--- src/hw/matmul_pkg.sv ---
//********************************************************************
// matmul package
// shared widths, value types and weight decode constants for the
// outer-product matrix-multiply engine
//********************************************************************

`default_nettype none

package matmul_pkg;

    // one packed byte carries the weights of three rows
    localparam int ROWS_PER_SLOT = 3;

    // valid packed codes are 0 .. 5*7*7-1
    localparam int WEIGHT_CODES = 245;

    // radix of the low digit and of the two upper digits
    localparam int BASE5 = 5;
    localparam int BASE7 = 7;

    // lowest accumulator bit that lands in the result byte
    localparam int OUT_SHIFT = 9;

    typedef logic signed [7:0] act_t;
    typedef logic [7:0] w_byte_t;

    // activation after sign extension and an optional one place shift
    typedef logic signed [8:0] addend_t;

    typedef logic signed [17:0] acc_t;
    typedef logic [7:0] res_t;

endpackage

`default_nettype wire
--- src/hw/matmul_top.sv ---
//********************************************************************
// matmul top
// outer-product matrix-multiply engine with packed weights and
// signed 8-bit activations, results streamed out byte by byte
//********************************************************************

`default_nettype none

module matmul_top #(
    parameter int SLICES = 6
) (
    input  logic                clk,
    input  logic                reset,
    input  matmul_pkg::w_byte_t weights,
    input  matmul_pkg::act_t    act,
    input  logic                read_out,
    output matmul_pkg::res_t    result
);

    localparam int ROWS = matmul_pkg::ROWS_PER_SLOT * SLICES;

    logic                                 group_last;
    logic [matmul_pkg::ROWS_PER_SLOT-1:0] zero;
    logic [matmul_pkg::ROWS_PER_SLOT-1:0] sign;
    logic [matmul_pkg::ROWS_PER_SLOT-1:0] mul2;
    logic [matmul_pkg::ROWS_PER_SLOT-1:0] div2;
    logic [ROWS-1:0]                      row_zero;
    logic [ROWS-1:0]                      row_sign;
    logic [ROWS-1:0]                      row_mul2;
    logic [ROWS-1:0]                      row_div2;
    matmul_pkg::act_t                     act_head;
    matmul_pkg::acc_t [ROWS*SLICES-1:0]   acc_result;

    slice_control #(
        .SLICES(SLICES)
    ) i_slice_control (
        .clk       (clk),
        .reset     (reset),
        .read_out  (read_out),
        .group_last(group_last)
    );

    weight_unpack i_weight_unpack (
        .weights(weights),
        .zero   (zero),
        .sign   (sign),
        .mul2   (mul2),
        .div2   (div2)
    );

    operand_buffer #(
        .SLICES(SLICES)
    ) i_operand_buffer (
        .clk       (clk),
        .reset     (reset),
        .read_out  (read_out),
        .group_last(group_last),
        .zero      (zero),
        .sign      (sign),
        .mul2      (mul2),
        .div2      (div2),
        .act       (act),
        .row_zero  (row_zero),
        .row_sign  (row_sign),
        .row_mul2  (row_mul2),
        .row_div2  (row_div2),
        .act_head  (act_head)
    );

    mac_array #(
        .SLICES(SLICES)
    ) i_mac_array (
        .clk       (clk),
        .reset     (reset),
        .read_out  (read_out),
        .row_zero  (row_zero),
        .row_sign  (row_sign),
        .row_mul2  (row_mul2),
        .row_div2  (row_div2),
        .act_head  (act_head),
        .acc_result(acc_result)
    );

    out_queue #(
        .SLICES(SLICES)
    ) i_out_queue (
        .clk       (clk),
        .reset     (reset),
        .read_out  (read_out),
        .acc_result(acc_result),
        .result    (result)
    );

endmodule

`default_nettype wire

--- src/hw/out_queue.sv ---
//********************************************************************
// out queue
// takes a snapshot of all accumulators on readout and streams one
// result byte per cycle, row-major, filling with zero behind
//********************************************************************

`default_nettype none

module out_queue #(
    parameter int SLICES = 6,
    localparam int ENTRIES = matmul_pkg::ROWS_PER_SLOT * SLICES * SLICES
) (
    input  logic                                clk,
    input  logic                                reset,
    input  logic                                read_out,
    input  matmul_pkg::acc_t [ENTRIES-1:0]      acc_result,
    output matmul_pkg::res_t                    result
);

    matmul_pkg::acc_t [ENTRIES-1:0] queue;

    always_ff @(posedge clk) begin
        if (reset) begin
            queue <= '0;
        end else if (read_out) begin
            queue <= acc_result;
        end else begin
            // entry 1 moves to the head, zero enters at the tail
            queue <= {matmul_pkg::acc_t'(0), queue[ENTRIES-1:1]};
        end
    end

    // result byte is acc bits 16 down to 9
    assign result = queue[0][matmul_pkg::OUT_SHIFT +: $bits(matmul_pkg::res_t)];

endmodule

`default_nettype wire

--- src/hw/mac_array.sv ---
//********************************************************************
// mac array
// one rotating accumulator ring per row; the ring head adds or
// subtracts the shaped activation while the other entries move on
//********************************************************************

`default_nettype none

module mac_array #(
    parameter int SLICES = 6,
    localparam int ROWS = matmul_pkg::ROWS_PER_SLOT * SLICES
) (
    input  logic                                    clk,
    input  logic                                    reset,
    input  logic                                    read_out,
    input  logic [ROWS-1:0]                         row_zero,
    input  logic [ROWS-1:0]                         row_sign,
    input  logic [ROWS-1:0]                         row_mul2,
    input  logic [ROWS-1:0]                         row_div2,
    input  matmul_pkg::act_t                        act_head,
    output matmul_pkg::acc_t [ROWS*SLICES-1:0]      acc_result
);

    // ring entry 0 is the compute head of each row
    matmul_pkg::acc_t [ROWS-1:0][SLICES-1:0] acc;
    matmul_pkg::acc_t [ROWS-1:0][SLICES-1:0] acc_step;

    matmul_pkg::addend_t               act_wide;
    matmul_pkg::addend_t [ROWS-1:0]    addend;
    matmul_pkg::acc_t    [ROWS-1:0]    head_next;

    // sign extend first so the shifts keep the sign
    assign act_wide = matmul_pkg::addend_t'(act_head);

    always_comb begin
        for (int r = 0; r < ROWS; r++) begin
            if (row_mul2[r]) begin
                addend[r] = act_wide <<< 1;
            end else if (row_div2[r]) begin
                // rounds toward minus infinity
                addend[r] = act_wide >>> 1;
            end else begin
                addend[r] = act_wide;
            end

            if (row_zero[r]) begin
                head_next[r] = acc[r][0];
            end else if (row_sign[r]) begin
                head_next[r] = acc[r][0] - matmul_pkg::acc_t'(addend[r]);
            end else begin
                head_next[r] = acc[r][0] + matmul_pkg::acc_t'(addend[r]);
            end

            // entries move one place toward the head, the new sum goes to the tail
            acc_step[r] = {head_next[r], acc[r][SLICES-1:1]};
        end
    end

    always_ff @(posedge clk) begin
        if (reset || read_out) begin
            acc <= '0;
        end else begin
            acc <= acc_step;
        end
    end

    // at a group boundary the stepped ring sits one place ahead,
    // column k of row r is found in entry k-1 (wrapping)
    always_comb begin
        for (int r = 0; r < ROWS; r++) begin
            for (int k = 0; k < SLICES; k++) begin
                acc_result[r*SLICES + k] = acc_step[r][(k + SLICES - 1) % SLICES];
            end
        end
    end

endmodule

`default_nettype wire

--- src/hw/operand_buffer.sv ---
//********************************************************************
// operand buffer
// collects one group of weight flags and activations, then hands the
// finished group to the compute side and rotates its activations
//********************************************************************

`default_nettype none

module operand_buffer #(
    parameter int SLICES = 6,
    localparam int ROWS = matmul_pkg::ROWS_PER_SLOT * SLICES
) (
    input  logic                                  clk,
    input  logic                                  reset,
    input  logic                                  read_out,
    input  logic                                  group_last,
    input  logic [matmul_pkg::ROWS_PER_SLOT-1:0] zero,
    input  logic [matmul_pkg::ROWS_PER_SLOT-1:0] sign,
    input  logic [matmul_pkg::ROWS_PER_SLOT-1:0] mul2,
    input  logic [matmul_pkg::ROWS_PER_SLOT-1:0] div2,
    input  matmul_pkg::act_t                      act,
    output logic [ROWS-1:0]                       row_zero,
    output logic [ROWS-1:0]                       row_sign,
    output logic [ROWS-1:0]                       row_mul2,
    output logic [ROWS-1:0]                       row_div2,
    output matmul_pkg::act_t                      act_head
);

    localparam int RPS = matmul_pkg::ROWS_PER_SLOT;

    // flag planes from the top are zero, sign, mul2, div2
    logic [3:0][RPS-1:0]  slot_flags;
    logic [3:0][ROWS-1:0] flags_next;
    logic [3:0][ROWS-1:0] flags_fill;
    logic [3:0][ROWS-1:0] flags_curr;

    matmul_pkg::act_t [SLICES-1:0] act_next;
    matmul_pkg::act_t [SLICES-1:0] act_fill;
    matmul_pkg::act_t [SLICES-1:0] act_curr;

    assign slot_flags = {zero, sign, mul2, div2};

    // newest slot enters at the top, so slot k ends up at rows 3k..3k+2
    always_comb begin
        for (int f = 0; f < 4; f++) begin
            flags_fill[f] = {slot_flags[f], flags_next[f][ROWS-1:RPS]};
        end
    end

    assign act_fill = {act, act_next[SLICES-1:1]};

    always_ff @(posedge clk) begin
        flags_next <= flags_fill;
        act_next   <= act_fill;
        if (group_last) begin
            act_curr <= act_fill;
        end else begin
            // next column moves to the head every cycle
            act_curr <= {act_curr[0], act_curr[SLICES-1:1]};
        end
    end

    always_ff @(posedge clk) begin
        if (reset || read_out) begin
            // all rows back to a zero weight
            flags_curr <= {{ROWS{1'b1}}, {(3 * ROWS){1'b0}}};
        end else if (group_last) begin
            flags_curr <= flags_fill;
        end
    end

    assign row_zero = flags_curr[3];
    assign row_sign = flags_curr[2];
    assign row_mul2 = flags_curr[1];
    assign row_div2 = flags_curr[0];
    assign act_head = act_curr[0];

endmodule

`default_nettype wire

--- src/hw/weight_unpack.sv ---
//********************************************************************
// weight unpack
// splits one packed weight byte into a base-5 and two base-7 digits
// and turns each digit into zero/sign/mul2/div2 flags
//********************************************************************

`default_nettype none

module weight_unpack (
    input  matmul_pkg::w_byte_t weights,
    output logic [2:0]          zero,
    output logic [2:0]          sign,
    output logic [2:0]          mul2,
    output logic [2:0]          div2
);

    logic [5:0] upper;
    logic [2:0] digit_low;
    logic [2:0] digit_mid;
    logic [2:0] digit_top;

    // weights 0, 1, 2, -1, -2 as {zero, sign, mul2, div2}
    function automatic logic [3:0] base5_flags(input logic [2:0] digit);
        case (digit)
            3'd1:    base5_flags = 4'b0000;
            3'd2:    base5_flags = 4'b0010;
            3'd3:    base5_flags = 4'b0100;
            3'd4:    base5_flags = 4'b0110;
            default: base5_flags = 4'b1000;
        endcase
    endfunction

    // weights 0, 0.5, 1, 2, -0.5, -1, -2 as {zero, sign, mul2, div2}
    function automatic logic [3:0] base7_flags(input logic [2:0] digit);
        case (digit)
            3'd1:    base7_flags = 4'b0001;
            3'd2:    base7_flags = 4'b0000;
            3'd3:    base7_flags = 4'b0010;
            3'd4:    base7_flags = 4'b0101;
            3'd5:    base7_flags = 4'b0100;
            3'd6:    base7_flags = 4'b0110;
            default: base7_flags = 4'b1000;
        endcase
    endfunction

    always_comb begin
        upper     = 6'(weights / matmul_pkg::BASE5);
        digit_low = 3'(weights % matmul_pkg::BASE5);
        digit_mid = 3'(upper % matmul_pkg::BASE7);
        digit_top = 3'(upper / matmul_pkg::BASE7);

        if (weights < matmul_pkg::WEIGHT_CODES) begin
            {zero[2], sign[2], mul2[2], div2[2]} = base5_flags(digit_low);
            {zero[1], sign[1], mul2[1], div2[1]} = base7_flags(digit_mid);
            {zero[0], sign[0], mul2[0], div2[0]} = base7_flags(digit_top);
        end else begin
            // out of range codes give three zero weights
            zero = 3'b111;
            sign = 3'b000;
            mul2 = 3'b000;
            div2 = 3'b000;
        end

        assert ((mul2 & div2) == 3'b000)
            else $error("weight_unpack: mul2 and div2 set on the same row");
    end

endmodule

`default_nettype wire

--- src/hw/slice_control.sv ---
//********************************************************************
// slice control
// slot counter of the input stream, flags the cycle that carries
// the last slot of a group and restarts on a readout pulse
//********************************************************************

`default_nettype none

module slice_control #(
    parameter int SLICES = 6
) (
    input  logic clk,
    input  logic reset,
    input  logic read_out,
    output logic group_last
);

    localparam int CNT_W = $clog2(SLICES);
    localparam logic [CNT_W-1:0] LAST_SLOT = CNT_W'(SLICES - 1);

    // slot index of the input presented in the current cycle
    logic [CNT_W-1:0] slot;

    always_ff @(posedge clk) begin
        if (reset) begin
            slot <= '0;
        end else if (read_out) begin
            // the readout cycle itself carries slot 0
            slot <= CNT_W'(1);
        end else if (slot == LAST_SLOT) begin
            slot <= '0;
        end else begin
            slot <= slot + 1'b1;
        end
    end

    // a readout cycle is always slot 0 of a new group
    assign group_last = (slot == LAST_SLOT) && !read_out;

    slot_in_range: assert property (@(posedge clk) disable iff (reset) slot < SLICES)
        else $error("slice_control: slot counter left its range");

endmodule

`default_nettype wire

--- config.mk ---
export PLATFORM = sky130hd
export DESIGN_NAME = matmul_top
export DESIGN_NICKNAME = d
export VERILOG_FILES = /design/src/hw/matmul_pkg.sv /design/src/hw/matmul_top.sv /design/src/hw/out_queue.sv /design/src/hw/mac_array.sv /design/src/hw/operand_buffer.sv /design/src/hw/weight_unpack.sv /design/src/hw/slice_control.sv
export SDC_FILE = /design/constraint.sdc
export NUM_CORES = 2
export LEC_CHECK = 0
export BUFFER_PORTS_ARGS = -buffer_cell sky130_fd_sc_hd__buf_2
export CORE_MARGIN = 2
export CORE_UTILIZATION = 57
export CTS_BUF_LIST = sky130_fd_sc_hd__clkbuf_8 sky130_fd_sc_hd__clkbuf_16
export DETAILED_ROUTE_END_ITERATION = 8
export PLACE_DENSITY = 0.73
export SYNTH_ARGS = -nofsm -noshare
export SYNTH_HDL_FRONTEND = slang
export SYNTH_SLANG_ARGS = --single-unit
export TNS_END_PERCENT = 50
--- constraint.sdc ---
create_clock -name clk -period 6.7 [get_ports clk]
set_clock_uncertainty 0.15 [all_clocks]
set_input_delay 0.335 -clock clk [delete_from_list [all_inputs] [get_ports clk]]
set_output_delay 0.335 -clock clk [all_outputs]
set_load 0.01 [all_outputs]
Yosys cells after proc, flatten, opt, wreduce, memory -nomap -nowiden. Cells that the tools add are included.

Flip-flop bits (word level): 4122. Input port bits: 19. Output and inout bits: 8. Word-level logic and storage cells: 385.

Add/sub/neg operators: 37. Divide/modulo/power cells: 4. Order comparisons: 1. Equality and inequality tests: 17. Multiplexer cells: 83. Bitwise operators: 1. Reduce and logical (&&, ||, !) cells: 5.

Operators by type and width (count): $mux 1926 (1); $mux 18 (36); $add 18x9->18 (18); $sub 18x9->18 (18); $mux 8 (18); $mux 7 (18); $mux 48 (1); $pmux 4 s6 (2); $div 6x3->32 const B (1); $div 8x3->32 const B (1); $mod 6x3->32 const B (1); $mod 8x3->32 const B (1); $eq 3x3->1 const B (8); $eq 3x2->1 const B (6); $pmux 4 s4 (1); $mux 3 (4); $eq 3x1->1 const B (3); $lt 8x8->1 const B (1); $add 3x1->3 const B (1); $reduce_or 3->1 (1); $mux 1 (2); $reduce_or 2->1 (1); $logic_and 1x1->1 (1); $logic_not 1->1 (1); 2 further kinds (2).

Longest topological paths before layout.
Word-level depth: 6. Gate-level depth with buffers: 32.

Hierarchy. A second synthesis with hierarchy kept.

Cells, all modules: 13445. Area total of the unflattened synthesis: 131615.0 µm².

By module, submodules not included: mac_array (instances 1, cells an instance 9837, area each 91340.1 µm²); out_queue (instances 1, cells an instance 2784, area each 31478.9 µm²); operand_buffer (instances 1, cells an instance 442, area each 6134.6 µm²); weight_unpack (instances 1, cells an instance 368, area each 2513.7 µm²); slice_control (instances 1, cells an instance 14, area each 147.6 µm²).

Worst setup path before layout. OpenSTA, ideal clock, no wires.

Path type: in2reg. Start point: input port weights[5]. End point: register i_operand_buffer.flags_curr, in the netlist i_operand_buffer.row_mul2[16]. Setup time: 117 ps. Arrival: 6091 ps. Data required time: 6433 ps. Path slack: 343 ps. Cell stages on the path: 29. Path buffers: 1. Cell sequence: nor2_1 inv_1 ha_1 and2b_4 o21ai_1 a211o_1 o21ai_1 a21o_1 nand2_1 a32o_1 ha_1 o31a_1 a211oi_2 nand2_1 xnor2_1 inv_1 ha_1 inv_1 nor2_1 o2111ai_2 buf_6 a21o_1 ha_1 inv_1 a2bb2oi_1 nand2b_1 mux2i_1 nor3b_2 a22o_1.

RTL lines: from (decl) (RTL line matmul_top.sv:14) `input matmul_pkg::w_byte_t weights,`; to (signal assigned) (RTL line operand_buffer.sv:66) `flags_curr <= {{ROWS{1'b1}}, {(3 * ROWS){1'b0}}};`; to (signal assigned) (RTL line operand_buffer.sv:68) `flags_curr <= flags_fill;`; to (decl) (RTL line operand_buffer.sv:35) `logic [3:0][ROWS-1:0] flags_curr;`.

Worst setup path after layout.
Start point: register i_operand_buffer.flags_curr, in the netlist i_operand_buffer.row_mul2[2]. End point: register i_out_queue.queue[232] (netlist name).

Longest elaborated chain between the ends: 5.

Ends and longest elaborated chain: $mux 8 (*) (RTL line mac_array.sv:37) `if (row_mul2[r]) begin`; $add 18x9->18 or $sub 18x9->18 (tied branches) (RTL line mac_array.sv:51, mac_array.sv:49); $mux 18 (*) (RTL line mac_array.sv:48) `end else if (row_sign[r]) begin`; $mux 18 (*) (RTL line mac_array.sv:46) `if (row_zero[r]) begin`; $mux 1926 (*) (RTL line out_queue.sv:25) `end else if (read_out) begin`; to (signal assigned) (RTL line out_queue.sv:26) `queue <= acc_result;`; to (signal assigned) (RTL line out_queue.sv:29) `queue <= {matmul_pkg::acc_t'(0), queue[ENTRIES-1:1]};`; to (decl) (RTL line out_queue.sv:20) `matmul_pkg::acc_t [ENTRIES-1:0] queue;`.

Mark *: on every way between the ends. The rest lies on a longest branch, timed or not. A chain may end at the register's enable or synchronous reset.

==> impl_results.md <==
* Synthesized instance count at 10780
* PortBufs at 26
* Setup slack after layout at 702.3 ps
* Vias per cell at 5.281
* Comb power frac at 13.1%
* Reg-to-Reg Start: i_operand_buffer.row_mul2[2]
* Syn_nets at 11150
* CTS Sinks at 2912
* Row cnt at 159
* # Max-Cap Violations at 0
* Wire length per cell at 16.18 um
* Pwr Density at 331.8 mW/mm^2
* Die Span Y at 438.0 um
* Post-DRT Antenna Nets at 0
* Final worst path period share at 89.52%
* Psw at 9.997 mW
* Synth warnings at 0
* Post-synth top area cell: dfxtp_1
* Final Hold Viols at 0
* Tot GR Track Use at 22.23%
* Largest net degree at the start of global routing at 258
* Worst Setup EP: i_out_queue.queue[232]
* Final slew viol count at 0
* Worst r2r dst: i_out_queue.queue[232]
* Post-synth EDFFs at 0
* Setup violators final at 0
* Critical path endpoint category: flip-flop
* Vias in the first global route at 69000
* Die width at 438.0 um
* Slew margin rel. at 12.82%
* Switching power share of the total at 25.27%
* Mapped Area at 0.1074 mm^2
* Drt total wl at 214800 um
* Final #Nets at 10940
* Worst skew pair latency at 920 ps
* Worst VDD drop at 0.2645 mV
* I/O pins at 27
* CP Data Arrival Time at 6630 ps
* Critical Path RT at 7330 ps
* Multi-input gate area at 0.04559 mm^2
* GR Overflow Total at 0
* Ys flop type: dfxtp_1
* Cells after DPL at 12740
* Setup crit start: i_operand_buffer.row_mul2[2]
* Setup_tns at 0 ps
* Synth Register Bits at 2912
* Post-CTS setup buffer count at 0
* Clock Path Buffers at 4
* Yosys top cell area share at 54.29%
* Drt pass-1 iters at 6
* Clk pwr share at 42.1%
* Synth cell types at 97
* Place WS at 375.1 ps
* WS Path Type: reg -> reg
* TritonCTS buffer count at 301
* Internal power at 29.57 mW
* Synthesized area per cell at 9.961 um^2
* Outcome: completed
* Initial antenna violation count at 3
* FFs w/ async S/R, synth at 0%
* DR iter-0 viols at 4116
* DR vias at 70100
* WHS at 68.56 ps
* Fmax at 0.1667 GHz
* TritonCTS clock tree: built
* Placer congestion estimate at 0.8322
* Register area share after synthesis at 54.29%
* Reg power frac at 44.9%
* Power consumption at 39.57 mW
* H-tree Lvls at 5
* Synth top area cells: dfxtp_1 54%, and2_1 9.1%, mux2i_1 8.7%
* Residual DRC at 0
* Number of fill cells at 14940
* HP Class: in -> reg
* Reg area at 0.05831 mm^2
* Post-DP HPWL at 131100 um
* Die footprint at 0.1919 mm^2
* Minimum clock period at 5998 ps
* Root Buffer: clkbuf_16
* Initial Utilization at 57.30%
* R2r setup slk at 700 ps
* Worst slew pin tran at 1308 ps
* P_leak at 50.50 nW
* RSZ-0062 raised after global routing: no
* Syn-to-layout area delta at 11.07%
* Global-route wire length before repair at 354100 um
* Clk pin slew, worst setup/hold paths at 60 ps
* Non-Filler Instances at 13280
* Worst Reg-to-Reg Cells at 19
* Share of layout cells above drive strength 1 at 6.782%
* Crit path max fanout at 21
* CORE AREA at 0.1874 mm^2
* Crit start category: flip-flop
==> registers in the layout (all words and copies together) (netlist names), 12 cells and up <==
register and flops:
i_operand_buffer.flags_fill 55, i_operand_buffer.row_div2 12, i_operand_buffer.row_sign 18, i_operand_buffer.act_curr 40, i_operand_buffer.row_zero 18, i_operand_buffer.row_mul2 18, i_mac_array.acc 306, i_out_queue.queue 856
i_operand_buffer.act_fill 40, i_mac_array.acc_result 1530
==> layout by cell type, fill, tap and decap left out, types with 89 or more instances in the layout <==
master,n
buf_4,90
nor2_1,1351
nand2_1,433
inv_1,294
clkbuf_16,306
xor2_1,141
nor3_1,131
o21ai_0,305
a21oi_1,685
and2_1,1569
ha_1,336
xnor2_1,144
mux2i_1,928
dfxtp_1,2904
a21o_1,89
==> area by class of cell <==
type                    instances  share of cell area (%)
inverters                     248                  0.7805
multi-input cells            6951                   38.23
clock buffers                 359                   7.032
diodes                          2                0.004196
well taps                    2495                   2.617
flip-flops and latches       2912                   48.89
clock inverters               155                   1.306
repair buffers                153                   1.146
==> how the worst min path moves through the flow <==
stage	start	endpoint	cells past startpoint
floorplan	i_operand_buffer.act_fill[8]	i_operand_buffer.act_fill[0]	0
global placement	i_operand_buffer.act_fill[34]	i_operand_buffer.act_fill[26]	0
detailed placement	i_operand_buffer.act_fill[33]	i_operand_buffer.act_fill[25]	0
CTS	act[5]	i_operand_buffer.act_curr[45]	3
global route	act[1]	i_operand_buffer.act_curr[41]	3
finish	act[1]	i_operand_buffer.act_curr[41]	3
==> critical path, cell delays in order, from the launching register on <==
cell and delay [ps]:
dfxtp_1 800, mux2i_1 310, ha_1 210, nand2b_1 110, a2111oi_0 760, nor2b_1 290
nor4_1 70, a221oi_1 260, nand2_1 100, ha_1 300, inv_1 60, o21ai_0 170
a21oi_1 140, o21bai_1 440, a2111oi_0 240, o41ai_1 630, nand2_1 150, a311oi_1 350
xor2_1 210, o21ai_0 110
==> cell families after synthesis <==
logic type | count (synthesis) | synth area share, %
AOI/OAI and AO/OA | 1423 | 7.939
DFF | 2912 | 54.29
adders and majority gates | 355 | 4.260
and+or+nand+nor | 3890 | 18.49
xor gates and xnor gates | 286 | 2.346
buffers and inverters | 917 | 3.281
muxes | 997 | 9.395
==> stage by stage <==
step,utilization [%],instance area [um^2]
2_1_floorplan,-,107400
3_3_place_gp,58.23,109100
3_5_place_dp,58.23,109100
4_1_cts,63.64,119300
5_1_grt,63.64,119300
6_report,63.64,119300
==> what timing repair did <==
| item | in CTS | in global routing |
|---|---|---|
| gates resized for setup | 0 | 0 |
| endpoints found under the hold margin | 92 | 0 |
| hold buffers | 20 | 0 |
==> power groups by stage <==
stage          combinational (mW)  clock (mW)  sequential [mW]
6_report                     5.17        16.6             17.8
5_1_grt                      5.79        17.6             17.7
4_1_cts                      5.16        17.0             17.8
3_5_place_dp                 5.09           0             18.1
3_3_place_gp                 4.95           0             18.1
2_1_floorplan                4.01           0             17.9
==> cell usage after synthesis (32+ instances only) <==
cell and number:
mux2i_1 928, nand3_1 56, buf_1 112, nand2_1 434, a22o_1 41, nand2b_1 49, o21ai_0 305, ha_1 336
a311oi_1 32, dfxtp_1 2912, and2_1 1570, nor2_1 1352, a31oi_1 34, and3_1 76, nor2b_1 55, clkbuf_1 537
xor2_1 141, inv_1 248, a21oi_1 685, or3_1 36, a21o_1 89, nor3_1 131, mux2_2 67, xnor2_1 144
==> per-layer routing <==
| metal | GRT usage (%) | vias to the layer above | wire (um) | share of wire [%] |
|---|---|---|---|---|
| met1 | 29.42 | 33370 | 99430 | 46 |
| met4 | 8.471 | 2 | 7610 | 3.5 |
| met5 | 0 | - | 13 | 0.0061 |
| met3 | 3.192 | 442 | 8318 | 3.9 |
| li1 | - | 35200 | - | - |
| met2 | 36.83 | 1086 | 99450 | 46 |
(Power assumes the default switching activity.)
